`config.mk`:
```
export PLATFORM = sky130hd
export DESIGN_NAME = bdDecoder
export DESIGN_NICKNAME = d
export VERILOG_FILES = /design/src/common/bdDecoderPkg.sv /design/src/bdHornDecoder/bdHornDecoder.sv /design/src/bdHornDeserializer/bdHornDeserializer.sv /design/src/rtl/bdDecoder.sv /design/src/rtl/streamMerge.sv /design/src/rtl/wordDeserializer.sv
export VERILOG_INCLUDE_DIRS = /design/src /design/src/common
export SDC_FILE = /design/constraint.sdc
export NUM_CORES = 1
export LEC_CHECK = 0
export ABC_AREA = 1
export BUFFER_PORTS_ARGS = -buffer_cell sky130_fd_sc_hd__buf_2
export CAP_MARGIN = 20
export CORE_MARGIN = 5
export CORE_UTILIZATION = 26
export DETAILED_ROUTE_END_ITERATION = 12
export PLACE_DENSITY = 0.46
export SLEW_MARGIN = 20
export SYNTH_ARGS = -nofsm -noshare
export SYNTH_HDL_FRONTEND = slang
export SYNTH_HIERARCHICAL = 1
export SYNTH_SLANG_ARGS = --single-unit
```
`constraint.sdc`:
```
create_clock -name clk -period 3.5 [get_ports clk]
set_clock_uncertainty 0.15 [all_clocks]
set_input_delay 0.35 -clock clk [delete_from_list [all_inputs] [get_ports clk]]
set_output_delay 0.35 -clock clk [all_outputs]
set_load 0.005 [all_outputs]
```
`src/common/bdDecoder_params.svh`:
```
`ifndef BD_DECODER_PARAMS_SVH
`define BD_DECODER_PARAMS_SVH

//////////////////////////////////////////////////
// funnel word geometry, fixed by the chip
//////////////////////////////////////////////////

// raw word out of the funnel, route in the top bits
`define BD_WORD_W 34

// widest single-chunk payload after route removal
`define BD_PAYLOAD_W 32

// AM diagnostic words arrive as two of these
`define BD_AM_CHUNK_W 19

// output payload, sized for a joined AM word
`define BD_OUT_PAYLOAD_W 38

// leaf code, 13 leaves plus the invalid code
`define BD_CODE_W 4
`define BD_NUM_LEAVES 13

`endif

```
`src/common/bdDecoderPkg.sv`:
```
`include "bdDecoder_params.svh"

package bdDecoderPkg;

  //////////////////////////////////////////////////
  // vector types
  //////////////////////////////////////////////////

  // word as it leaves the funnel
  typedef logic [`BD_WORD_W-1:0] bdWord_t;
  // route bits cleared, cut down
  typedef logic [`BD_PAYLOAD_W-1:0] bdPayload_t;
  // half of an AM word
  typedef logic [`BD_AM_CHUNK_W-1:0] amChunk_t;
  // payload on the decoder output
  typedef logic [`BD_OUT_PAYLOAD_W-1:0] outPayload_t;
  // leaf code as carried on wires
  typedef logic [`BD_CODE_W-1:0] leafCode_t;

  //////////////////////////////////////////////////
  // leaves in table order, value is the code
  //////////////////////////////////////////////////
  typedef enum logic [`BD_CODE_W-1:0] {
    DumpAm = 0,
    DumpMm,
    DumpPat,
    DumpPostFifo0,
    DumpPostFifo1,
    DumpPreFifo,
    DumpTat0,
    DumpTat1,
    Nrni,
    Ovflw0,
    Ovflw1,
    RoAcc,
    RoTat,
    Invalid
  } bdLeaf_t;

  // AM chunk assembly
  typedef enum logic [1:0] {WaitLow, WaitHigh, Full} deserState_t;

endpackage

```
`src/bdHornDecoder/bdHornDecoder.sv`:
```
`timescale 1ns/1ps
`include "bdDecoder_params.svh"

module bdHornDecoder (
  input  logic                     inValid,
  input  bdDecoderPkg::bdWord_t    inWord,
  output logic                     inAck,
  output logic                     decValid,
  output bdDecoderPkg::leafCode_t  decCode,
  output bdDecoderPkg::bdPayload_t decPayload,
  input  logic                     decAck
);

  import bdDecoderPkg::*;

  //////////////////////////////////////////////////
  // routing table
  //////////////////////////////////////////////////
  // leaf            route     len
  // DumpAm          101000    6
  // DumpMm          101001    6
  // DumpPat         10101     5
  // DumpPostFifo0   101110    6
  // DumpPostFifo1   101111    6
  // DumpPreFifo     101101    6
  // DumpTat0        1000      4
  // DumpTat1        1001      4
  // Nrni            11        2
  // Ovflw0          1011000   7
  // Ovflw1          1011001   7
  // RoAcc           01        2
  // RoTat           00        2

  // longest route in the table
  localparam int RouteMaxLen = 7;

  // routes left-aligned in a 7-bit field, unused low bits zero
  localparam logic [0:`BD_NUM_LEAVES-1][RouteMaxLen-1:0] RouteTop = '{
    7'b1010000, 7'b1010010, 7'b1010100, 7'b1011100, 7'b1011110,
    7'b1011010, 7'b1000000, 7'b1001000, 7'b1100000, 7'b1011000,
    7'b1011001, 7'b0100000, 7'b0000000
  };

  // number of route bits per leaf
  localparam logic [0:`BD_NUM_LEAVES-1][2:0] RouteLen = '{
    3'd6, 3'd6, 3'd5, 3'd6, 3'd6, 3'd6, 3'd4, 3'd4, 3'd2, 3'd7, 3'd7, 3'd2, 3'd2
  };

  //////////////////////////////////////////////////
  // parallel route match
  //////////////////////////////////////////////////
  logic [`BD_NUM_LEAVES-1:0][`BD_WORD_W-1:0] routeMask;
  logic [`BD_NUM_LEAVES-1:0]                 hit;
  bdLeaf_t                                   leaf;
  bdWord_t                                   keepMask;
  bdWord_t                                   maskedWord;

  for (genvar i = 0; i < `BD_NUM_LEAVES; i++) begin : gRoute
    // ones over the route bits only
    assign routeMask[i] = ~({`BD_WORD_W{1'b1}} >> RouteLen[i]);
    // masked top bits against the aligned route
    assign hit[i] = ((inWord & routeMask[i]) ==
                     {RouteTop[i], {(`BD_WORD_W-RouteMaxLen){1'b0}}});
  end

  //////////////////////////////////////////////////
  // priority encode, lowest leaf index wins
  //////////////////////////////////////////////////
  always_comb begin
    // no match keeps every bit
    leaf     = Invalid;
    keepMask = '1;
    // walk downward so the lowest hit is written last
    for (int i = `BD_NUM_LEAVES-1; i >= 0; i--) begin
      if (hit[i]) begin
        leaf     = bdLeaf_t'(i);
        keepMask = ~routeMask[i];
      end
    end
  end

  // strip route, drop the top two bits
  assign maskedWord = inWord & keepMask;
  assign decPayload = maskedWord[`BD_PAYLOAD_W-1:0];
  assign decCode    = leafCode_t'(leaf);

  // handshake passes straight through
  assign decValid = inValid;
  assign inAck    = decAck;

endmodule

```
`src/bdHornDeserializer/bdHornDeserializer.sv`:
```
`timescale 1ns/1ps
`include "bdDecoder_params.svh"

module bdHornDeserializer (
  input  logic                      clk,
  input  logic                      rst,
  input  logic                      decValid,
  input  bdDecoderPkg::leafCode_t   decCode,
  input  bdDecoderPkg::bdPayload_t  decPayload,
  output logic                      decAck,
  output logic                      outValid,
  output bdDecoderPkg::leafCode_t   outCode,
  output bdDecoderPkg::outPayload_t outPayload,
  input  logic                      outAck
);

  import bdDecoderPkg::*;

  // code above payload on the merged streams
  localparam int MergeW = `BD_CODE_W + `BD_OUT_PAYLOAD_W;

  logic              isAm;
  logic              chunkValid;
  logic              chunkAck;
  amChunk_t          chunk;
  logic              otherValid;
  logic              otherAck;
  logic [MergeW-1:0] otherData;
  logic              amWordValid;
  logic              amWordAck;
  outPayload_t       amWord;
  logic [MergeW-1:0] amData;
  logic [MergeW-1:0] mergedData;

  //////////////////////////////////////////////////
  // split AM chunks from the rest
  //////////////////////////////////////////////////
  assign isAm       = (decCode == leafCode_t'(DumpAm));
  assign chunkValid = decValid && isAm;
  // one AM chunk rides in the low payload bits
  assign chunk      = decPayload[`BD_AM_CHUNK_W-1:0];
  assign otherValid = decValid && !isAm;
  // zero-extended up to the output payload
  assign otherData  = {decCode, outPayload_t'(decPayload)};
  // ack from whichever side the word was steered to
  assign decAck     = isAm ? chunkAck : otherAck;

  // AM pair assembly
  wordDeserializer amDeser (
    .clk       (clk),
    .rst       (rst),
    .chunkValid(chunkValid),
    .chunk     (chunk),
    .chunkAck  (chunkAck),
    .wordValid (amWordValid),
    .word      (amWord),
    .wordAck   (amWordAck)
  );

  // joined word gets its code back
  assign amData = {leafCode_t'(DumpAm), amWord};

  //////////////////////////////////////////////////
  // merge back into one stream
  //////////////////////////////////////////////////
  streamMerge #(.DataW(MergeW)) merge (
    .clk     (clk),
    .rst     (rst),
    .aValid  (otherValid),
    .aData   (otherData),
    .aAck    (otherAck),
    .bValid  (amWordValid),
    .bData   (amData),
    .bAck    (amWordAck),
    .outValid(outValid),
    .outData (mergedData),
    .outAck  (outAck)
  );

  assign {outCode, outPayload} = mergedData;

endmodule

```
`src/rtl/bdDecoder.sv`:
```
`timescale 1ns/1ps

module bdDecoder (
  input  logic                      clk,
  input  logic                      rst,
  input  logic                      inValid,
  input  bdDecoderPkg::bdWord_t     inWord,
  output logic                      inAck,
  output logic                      outValid,
  output bdDecoderPkg::leafCode_t   outCode,
  output bdDecoderPkg::outPayload_t outPayload,
  input  logic                      outAck
);

  import bdDecoderPkg::*;

  // decoded word between the two stages
  logic       decValid;
  logic       decAck;
  leafCode_t  decCode;
  bdPayload_t decPayload;

  // route match, no state
  bdHornDecoder hornDec (
    .inValid   (inValid),
    .inWord    (inWord),
    .inAck     (inAck),
    .decValid  (decValid),
    .decCode   (decCode),
    .decPayload(decPayload),
    .decAck    (decAck)
  );

  // AM join and re-merge
  bdHornDeserializer hornDeser (
    .clk       (clk),
    .rst       (rst),
    .decValid  (decValid),
    .decCode   (decCode),
    .decPayload(decPayload),
    .decAck    (decAck),
    .outValid  (outValid),
    .outCode   (outCode),
    .outPayload(outPayload),
    .outAck    (outAck)
  );

endmodule

```
`src/rtl/streamMerge.sv`:
```
`timescale 1ns/1ps

module streamMerge #(
  parameter int DataW = 42
) (
  input  logic             clk,
  input  logic             rst,
  input  logic             aValid,
  input  logic [DataW-1:0] aData,
  output logic             aAck,
  input  logic             bValid,
  input  logic [DataW-1:0] bData,
  output logic             bAck,
  output logic             outValid,
  output logic [DataW-1:0] outData,
  input  logic             outAck
);

  logic             holdValid;
  logic [DataW-1:0] holdData;
  // set when b was served last
  logic             lastB;
  logic             canLoad;
  logic             pickA;
  logic             pickB;

  // register empty or leaving this edge
  assign canLoad = !holdValid || outAck;

  //////////////////////////////////////////////////
  // round-robin select
  //////////////////////////////////////////////////
  always_comb begin
    pickA = 1'b0;
    pickB = 1'b0;
    if (canLoad) begin
      if (aValid && bValid) begin
        // both pending, take the one not served last
        pickA = lastB;
        pickB = !lastB;
      end else begin
        pickA = aValid;
        pickB = bValid;
      end
    end
  end

  assign aAck = pickA;
  assign bAck = pickB;

  //////////////////////////////////////////////////
  // output register
  //////////////////////////////////////////////////
  always_ff @(posedge clk) begin
    if (rst) begin
      holdValid <= 1'b0;
      lastB     <= 1'b0;
    end else if (canLoad) begin
      holdValid <= pickA || pickB;
      if (pickA) lastB <= 1'b0;
      if (pickB) lastB <= 1'b1;
    end
  end

  // payload, loaded only on a pick
  always_ff @(posedge clk) begin
    if (pickA) begin
      holdData <= aData;
    end else if (pickB) begin
      holdData <= bData;
    end
  end

  assign outValid = holdValid;
  assign outData  = holdData;

endmodule

```
`src/rtl/wordDeserializer.sv`:
```
`timescale 1ns/1ps

module wordDeserializer (
  input  logic                      clk,
  input  logic                      rst,
  input  logic                      chunkValid,
  input  bdDecoderPkg::amChunk_t    chunk,
  output logic                      chunkAck,
  output logic                      wordValid,
  output bdDecoderPkg::outPayload_t word,
  input  logic                      wordAck
);

  import bdDecoderPkg::*;

  deserState_t state;
  amChunk_t    lowChunk;
  amChunk_t    highChunk;

  //////////////////////////////////////////////////
  // handshake from state
  //////////////////////////////////////////////////

  // chunks taken in WaitLow and WaitHigh only
  assign chunkAck  = (state != Full);
  // joined word held until acked
  assign wordValid = (state == Full);
  // second chunk lands above the first
  assign word      = {highChunk, lowChunk};

  //////////////////////////////////////////////////
  // state machine
  //////////////////////////////////////////////////
  always_ff @(posedge clk) begin
    if (rst) begin
      // drops any half-built word
      state <= WaitLow;
    end else begin
      case (state)
        WaitLow: begin
          if (chunkValid) state <= WaitHigh;
        end
        WaitHigh: begin
          if (chunkValid) state <= Full;
        end
        Full: begin
          // free again once the merge takes it
          if (wordAck) state <= WaitLow;
        end
        default: state <= WaitLow;
      endcase
    end
  end

  // chunk storage
  always_ff @(posedge clk) begin
    if (chunkValid && (state == WaitLow)) lowChunk <= chunk;
    if (chunkValid && (state == WaitHigh)) highChunk <= chunk;
  end

endmodule

```
==> Word-level counts from Yosys, hierarchy flattened <==
Index checks and enable logic that the tools add are counted.
{ "totals": {"word_cells": 80, "n_memories": 0, "ramBits": 0, "input_bits": 38, "output_inout_bits": 44, "reg_bits": 84, "latch_bits": 0, "rom_bits": 0} }
{ "op_classes": {"mux": 38, "div": 0, "n_reduce_logical": 16, "magnitude_cmp": 0, "mul": 0, "bitwise": 1, "shifts": 0, "n_eq_ne": 18, "addsub": 0} }
{ "op_table": {"columns": ["cell", "n"], "rows": [
  ["$mux 32", 12],
  ["$mux 42", 2],
  ["$mux 4", 12],
  ["$logic_not 34->1", 1],
  ["$and 32x32->32", 1],
  ["$eq 6x6->1 const B", 5],
  ["$eq 7x7->1 const B", 2],
  ["$eq 4x4->1 const B", 2],
  ["$mux 1", 8],
  ["$mux 2", 3],
  ["$ne 2x2->1 const B", 3],
  ["$pmux 2 s3", 1],
  ["$eq 5x5->1 const B", 1],
  ["$logic_and 1x1->1", 5],
  ["$eq 2x1->1 const B", 2],
  ["$eq 2x2->1 const B", 2],
  ["$logic_not 4->1", 1],
  ["$logic_not 1->1", 3],
  ["$reduce_and 3->1", 1],
  ["$logic_not 2->1", 1],
  ["$logic_or 1x1->1", 2],
  ["$ne 2x1->1 const B", 1],
  ["$reduce_and 2->1", 1],
  ["$reduce_bool 2->1", 1]
]} }

==> Depth between registers and ports, before layout <==
Gate-level depths: netlist of run 1.
{ "logic_depth": {"depth_word": 22, "mapped_depth": 16, "mapped_depth_nobuf": 16} }

==> Cells and area by module <==
Netlist of run 1, hierarchy kept.
{ "by_module_without_submodules": {"columns": ["module", "instances", "cells_each", "area_per_inst_um2", "seq_area_each_um2"], "rows": [
  ["streamMerge", 1, 195, 1923.1, 1301.2],
  ["wordDeserializer", 1, 53, 1244.9, 1181.1],
  ["bdHornDecoder", 1, 71, 410.4, 0.0],
  ["bdHornDeserializer", 1, 10, 45.0, 0.0]
]} }

==> Worst setup path before layout of run 1 <==
Ideal clock, no wire load.
{ "synth_path": {"kind": "input-to-reg", "from": "input port inWord[33]", "to": "register hornDeser.merge.holdData[0], in the netlist hornDeser/merge/outData[0] (enable)", "setup_time_ns": 0.396, "slack_ns": 0.811, "arrival_ns": 2.143, "path_buffers": 0, "path_stages": 9, "t_required_ns": 2.954, "cell_sequence": "inv_1 -> nor2_4 -> nand3_1 -> nand2_1 -> nor2_1 -> nor2_2 -> a21oi_1 -> o21ai_0 -> inv_1"} }
{ "synth_between": {"elab_cells_between_ends": 35, "classes_between": "eq/ne (12); mux (17); reduce/logical (6)"} }
{ "synth_lines": {"columns": ["element", "line", "rtl"], "rows": [
  ["start, declared", "bdDecoder.sv:7", "input bdDecoderPkg::bdWord_t inWord,"],
  ["$eq 2x1->1", "bdHornDecoder.sv:62", "assign hit[i] = ((inWord & routeMask[i]) =="],
  ["$mux 4 (11 in a row)", "bdHornDecoder.sv:75", "if (hit[i]) begin"],
  ["$mux 4 (*)", "bdHornDecoder.sv:75", null],
  ["via decCode[2]", "bdDecoder.sv:20", "leafCode_t decCode;"],
  ["$logic_not 4->1 (*)", "bdHornDeserializer.sv:38", "assign isAm = (decCode == leafCode_t'(DumpAm));"],
  ["$logic_not 1->1 (*)", "bdHornDeserializer.sv:42", "assign otherValid = decValid && !isAm;"],
  ["$logic_and 1x1->1 (*)", "bdHornDeserializer.sv:42", null],
  ["via hornDeser.otherValid", "bdHornDeserializer.sv:26", "logic otherValid;"],
  ["$logic_and 1x1->1", "streamMerge.sv:37", "if (aValid && bValid) begin"],
  ["$mux 1", "streamMerge.sv:37", null],
  ["$mux 1", "streamMerge.sv:36", "if (canLoad) begin"],
  ["$reduce_bool 2->1 (no line) (*)", null, null],
  ["end signal, assigned", "streamMerge.sv:68", "holdData <= aData;"],
  ["end signal, assigned", "streamMerge.sv:70", "holdData <= bData;"],
  ["end, declared", "streamMerge.sv:20", "logic [DataW-1:0] holdData;"]
]} }
Mark *: on every way through the listed nets, which the timed path passes. The rest lies on a longest branch.
A chain may end at the register's enable or synchronous reset.

==> Worst setup path in the final report of run 1 <==
{ "layout_path": {"from": "input port inWord[31]", "to": "output port inAck"} }
{ "layout_between": {"elab_chain_len": 19, "elab_cells_between_ends": 28, "classes_between": "eq/ne (10); mux (14); reduce/logical (4)"} }
{ "layout_lines": {"columns": ["element", "line", "rtl"], "rows": [
  ["$eq 7x7->1", "bdHornDecoder.sv:62", null],
  ["$mux 4 (10 in a row)", "bdHornDecoder.sv:75", null],
  ["$mux 4 (*)", "bdHornDecoder.sv:75", null],
  ["via decCode[2]", "bdDecoder.sv:20", null],
  ["$logic_not 4->1 (*)", "bdHornDeserializer.sv:38", null],
  ["$logic_not 1->1 (*)", "bdHornDeserializer.sv:42", null],
  ["$logic_and 1x1->1 (*)", "bdHornDeserializer.sv:42", null],
  ["via hornDeser.otherValid", "bdHornDeserializer.sv:26", null],
  ["$logic_and 1x1->1", "streamMerge.sv:37", null],
  ["$mux 1 (*)", "streamMerge.sv:37", null],
  ["$mux 1 (*)", "streamMerge.sv:36", null],
  ["via hornDeser.otherAck", "bdHornDeserializer.sv:27", "logic otherAck;"],
  ["$mux 1 (*)", "bdHornDeserializer.sv:46", "assign decAck = isAm ? chunkAck : otherAck;"],
  ["end, declared", "bdDecoder.sv:8", "output logic inAck,"]
]} }
Marks and branches as above.

==> flow_metrics.env, run 1 <==
export IMPL_status="finished clean"
export IMPL_design_core_area_um2=13800
export IMPL_ctsResizeCount=0
export IMPL_cts_tree="yes"
export IMPL_vias=2298
export IMPL_ctsHtreeMaxLevel=3
export IMPL_grt_pass1_wl_mm=11.8
export IMPL_grt_util_all_layers_pct=9.31
export IMPL_finalSetupTns_ns=0
export IMPL_n_antenna_cell=0
export IMPL_timing_final_ws_setup_ns=0.838
export IMPL_drt_total_wl_mm=7.50
export IMPL_root_buffer="clkbuf_16"
export IMPL_cts_buffers=9
export IMPL_ys_types=24
export IMPL_worstSetupPathType="input pin to output pin"
export IMPL_rows=43
export IMPL_max_cap_violations=0
export IMPL_final_hold_viol_count=0
export IMPL_syn2layout_area_growth_pct=19.1
export IMPL_power_switching_uw=514
export IMPL_crit_path_end_kind="output pin"
export IMPL_leakagePower_uw=0.00190
export IMPL_whs_ns=0.0713
export IMPL_cp_required_ns=3.00
export IMPL_drive_gt1_share_pct=27.6
export IMPL_clk_pin_slew_worst_paths_ns=0.07
export IMPL_initial_utilization_pct=26.3
export IMPL_die_area_um2=16400
export IMPL_syn_area_per_cell_um2=11.0
export IMPL_grt_pass1_vias=2364
export IMPL_place_congestion=0.786
export IMPL_rsz0062_at_grt="false"
export IMPL_final_max_slew_viol_count=0
export IMPL_synthTopCellsByCount="nand2_1, edfxtp_1, buf_4"
export IMPL_yosysMostFrequentCell="nand2_1"
export IMPL_cts_sinks=84
export IMPL_route_detailed_wl_per_inst_um=12.9
export IMPL_synth_top_area_share_pct=66.3
export IMPL_min_path_type="input pin to flop"
export IMPL_yosysWarnings=6
export IMPL_avgViaCountPerCell=3.95
export IMPL_arrival_ns=2.16
export IMPL_num_io_pins=82
export IMPL_seqPwrFrac_pct=52.7
export IMPL_grt_max_degree=44
export IMPL_ir_drop_mv=0.175
export IMPL_hold_buffers=0
export IMPL_synth_largest_area_cell="edfxtp_1"
export IMPL_finalCriticalPeriod_ns=2.66
export IMPL_synth_edf_count=80
export IMPL_drtIter0Drc=97
export IMPL_synthesis_area_um2=3620
export IMPL_setup_violations=0
export IMPL_synth_area_leaders="edfxtp_1, nand2_1, buf_4"
export IMPL_io_buffers=81
export IMPL_combPwrFrac_pct=8.8
export IMPL_clk_latency_ns=0.33
export IMPL_grt_overflow=0
export IMPL_syn_inst=329
export IMPL_dpl_hpwl_mm=5.17
export IMPL_synth_seq_area_share_pct=68.5
export IMPL_clock_power_share_pct=38.4
export IMPL_power_density_nw_per_um2=514
export IMPL_synthArstFlopShare_pct=0
export IMPL_final_nets=435
export IMPL_die_y_um=128
export IMPL_ant_nets=0
export IMPL_clk_path_buf_depth=2
export IMPL_start_kind="input pin"
export IMPL_die_x_um=128
export IMPL_ys_seq_elements=84
export IMPL_drc_errors=0
export IMPL_first_pass_iters=4
export IMPL_internal_power_uw=1700
export IMPL_timing_final_crit_share_pct=76.0
export IMPL_cts_setup_buffers=0
export IMPL_fmax_ghz=0.376
export IMPL_dp_slack_ns=0.754
export IMPL_path_max_fanout=43
export IMPL_total_power_uw=2220
export IMPL_switching_share_pct=23.2
export IMPL_ys_flop_type="edfxtp_1"
export IMPL_antenna_found_initial=1
==> path summary, 6_finish.rpt <==
kind	slack, ns	cells past startpoint	end	from
setup / recovery	0.84	13	inAck	inWord[31]
hold / removal	0.07	1	hornDeser/amDeser/lowChunk[9]	inWord[9]
setup reg to reg	1.58	5	hornDeser/merge/outData[25]	hornDeser/amDeser/state[1]
hold reg to reg	0.33	2	hornDeser/merge/lastB	hornDeser/merge/lastB
==> critical path: stages <==
cell	delay [ns]
buf_2	0.14
inv_2	0.09
nor2_2	0.05
o21ai_2	0.14
nand2_1	0.06
nor2_1	0.16
nor2_2	0.07
a21oi_1	0.33
nand3_4	0.12
inv_4	0.36
nand2_1	0.10
nand2_1	0.07
buf_2	0.11
==> through the flow <==
step,utilization (%),cell area [um^2],std cells
floorplan,-,3660,338
global placement,29.4,4050,566
detailed placement,29.4,4050,566
CTS,31.3,4310,582
global route,31.3,4310,582
finish,31.3,4310,582
==> metal layers <==
layer / part of all wire (%) / track usage (%) / wire length, um / up-vias
li1: - / - / - / 1166
met1: 43 / 10.9 / 3220 / 1068
met2: 50 / 15.6 / 3730 / 52
met3: 5.9 / 3.13 / 440 / 10
met4: 1.3 / 3.93 / 98 / 2
met5: 0.17 / 0 / 13 / -
==> state kept, by name, summed over array words and instances, names as in the netlist <==
register	count
hornDeser/merge/lastB	1
hornDeser/merge/outValid	1
hornDeser/amDeser/lowChunk	19
hornDeser/merge/outData	42
hornDeser/amDeser/highChunk	19
hornDeser/amDeser/state	2
==> layout by cell type (no fill, tap or decap), types with 4 or more instances in the layout <==
cell type,count
edfxtp_1,80
inv_1,18
inv_2,4
dfxtp_1,4
buf_2,81
conb_1,10
nand2_1,150
nand3_1,6
clkbuf_16,9
nor2_1,9
==> power by group through the flow <==
stage                     Clock [uW]  Combinational (uW)  Sequential, uW
after floorplan                    0                 126            1200
after global placement             0                 199            1190
after detailed placement           0                 201            1190
after CTS                        883                 202            1170
after global routing             915                 224            1170
final                            852                 196            1170
==> area by class of cell <==
cell class                      count  area, um^2
Timing Repair Buffer               85         448
Multi-Input combinational cell    194         803
Clock inverter                      7        41.3
Fill cell                        1478        9460
Clock buffer                        9         225
Tap cell                          180         225
Sequential cell                    84        2480
Inverter                           23        88.8
==> kinds of logic after synthesis <==
family / Yosys count / share of synthesized area (%)
simple gates: 175 / 19.5
flops: 84 / 68.5
other cells: 1 / 0.103
compound gates: 9 / 1.59
buf+inv: 60 / 10.3
No activity file was read; power rests on OpenSTA's default activity.
==> run 2, diff against run 1 <==
==> constraint.sdc (replaced) <==
create_clock -name clk -period 2.5 [get_ports clk]
set_clock_uncertainty 0.15 [all_clocks]
set_input_delay 0.25 -clock clk [delete_from_list [all_inputs] [get_ports clk]]
set_output_delay 0.25 -clock clk [all_outputs]
set_load 0.005 [all_outputs]
==> flow_metrics.env, run 2 (same netlist as run 1, synthesis figures left out) <==
export IMPL_place_congestion=0.806
export IMPL_die_area_um2=16400
export IMPL_cts_tree="yes"
export IMPL_root_buffer="clkbuf_16"
export IMPL_crit_path_end_kind="output pin"
export IMPL_arrival_ns=1.82
export IMPL_grt_util_all_layers_pct=10.2
export IMPL_route_detailed_wl_per_inst_um=12.7
export IMPL_setup_violations=0
export IMPL_die_x_um=128
export IMPL_dpl_hpwl_mm=5.29
export IMPL_whs_ns=0.0222
export IMPL_grt_overflow=0
export IMPL_cts_setup_buffers=0
export IMPL_die_y_um=128
export IMPL_grt_pass1_wl_mm=12.8
export IMPL_hold_depth=3
export IMPL_drc_errors=0
export IMPL_status="finished clean"
export IMPL_num_io_pins=82
export IMPL_grt_pass1_vias=2561
export IMPL_ant_nets=0
export IMPL_largest_register_ffs=42
export IMPL_layout_commonest_cell="nand2_1"
export IMPL_clk_path_buf_depth=2
export IMPL_n_antenna_cell=0
export IMPL_power_density_nw_per_um2=730
export IMPL_vias=2409
export IMPL_ir_drop_mv=0.319
export IMPL_drt_total_wl_mm=7.76
export IMPL_r2r_start="hornDeser/amDeser/state[0]"
export IMPL_cp_required_ns=2.10
export IMPL_ctsHtreeMaxLevel=3
export IMPL_r2r_slack_ns=0.69
export IMPL_min_to="hornDeser/merge/outData[23]"
export IMPL_mostFrequentLayoutCells="nand2_1, buf_2, edfxtp_1"
export IMPL_drive_gt1_share_pct=27.7
export IMPL_io_buffers=81
export IMPL_worstSetupPathType="input pin to output pin"
export IMPL_first_pass_iters=4
export IMPL_drtIter0Drc=115
export IMPL_design_core_area_um2=13800
export IMPL_cts_buffers=9
export IMPL_final_hold_viol_count=0
export IMPL_min_path_type="input pin to flop"
export IMPL_syn2layout_area_growth_pct=29.7
export IMPL_finalSetupTns_ns=0
export IMPL_finalCriticalPeriod_ns=2.22
export IMPL_initial_utilization_pct=26.3
export IMPL_avgViaCountPerCell=3.95
export IMPL_path_max_fanout=11
export IMPL_rows=43
export IMPL_final_max_slew_viol_count=0
export IMPL_leakagePower_uw=0.00206
export IMPL_rsz0062_at_grt="false"
export IMPL_clk_latency_ns=0.34
export IMPL_worstReg2RegEnd="hornDeser/merge/outData[20]"
export IMPL_max_cap_violations=0
export IMPL_fill_cells=1449
export IMPL_worstRegToRegCells=4
export IMPL_fmax_ghz=0.451
export IMPL_start_kind="input pin"
export IMPL_grt_max_degree=24
export IMPL_timing_final_crit_share_pct=88.7
export IMPL_antenna_found_initial=0
export IMPL_final_nets=463
export IMPL_min_from="inWord[23]"
export IMPL_clk_pin_slew_worst_paths_ns=0.06
export IMPL_cts_sinks=84
run 2: worst max path at each step:
| stage | from | endpoint | cells after the start |
|---|---|---|---|
| 2_1_floorplan | inWord[33] | hornDeser/merge/outData[0] | 9 |
| 3_3_place_gp | inWord[29] | hornDeser/merge/outData[0] | 14 |
| 3_5_place_dp | inWord[29] | hornDeser/merge/outData[7] | 14 |
| 4_1_cts | inWord[31] | inAck | 14 |
| 5_1_grt | inWord[31] | inAck | 14 |
| 6_report | inWord[31] | inAck | 14 |
run 2: through the flow:
stage	power, uW	setup slack, ns	std cells	instance area [um^2]	util [%]
6_report	3430	0.284	610	4700	34.1
4_1_cts	3490	0.289	610	4700	34.1
3_5_place_dp	1970	0.128	571	4140	30.1
5_1_grt	3590	0.147	610	4700	34.1
2_1_floorplan	1850	0.116	338	3660	-
3_3_place_gp	1970	0.226	571	4140	30.1
run 2: per-layer routing:
layer	GRT usage, %	part of all wire, %	vias to the layer above
met4	6.43	2.9	0
met5	0	0	-
met1	12.2	43	1096
met3	2.92	6.6	14
met2	16.1	47	71
li1	-	-	1228
run 2: cell type report:
class	instances	area, um^2	area share [%]
sequential	84	2480	52.8
inverter	23	92.6	1.97
clock buffer	9	225	4.79
tap	180	225	4.79
multi-input combinational	194	803	17.1
timing repair buffer	113	766	16.3
clock inverter	7	104	2.21
run 2: report_power, final:
group	internal [uW]	switching [uW]	leakage, uW
logic	140	183	0.00111
clock network	893	579	0.000162
registers	1620	16.9	0.000785
run 2: critical path, cell delays in order:
cell and delay, ns:
buf_2 0.13, inv_2 0.09, nor2_2 0.05, o21ai_2 0.14, nand2_1 0.06, nor2_1 0.15, nor2_2 0.07, a21oi_1 0.20
buf_4 0.16, nand3_4 0.09, inv_4 0.15, nand2_1 0.07, nand2_1 0.07, buf_2 0.12
run 2: what timing repair did:
action	in CTS	in global routing
endpoints found under the hold margin	44	0
gates resized for setup	0	0
hold buffers	23	0
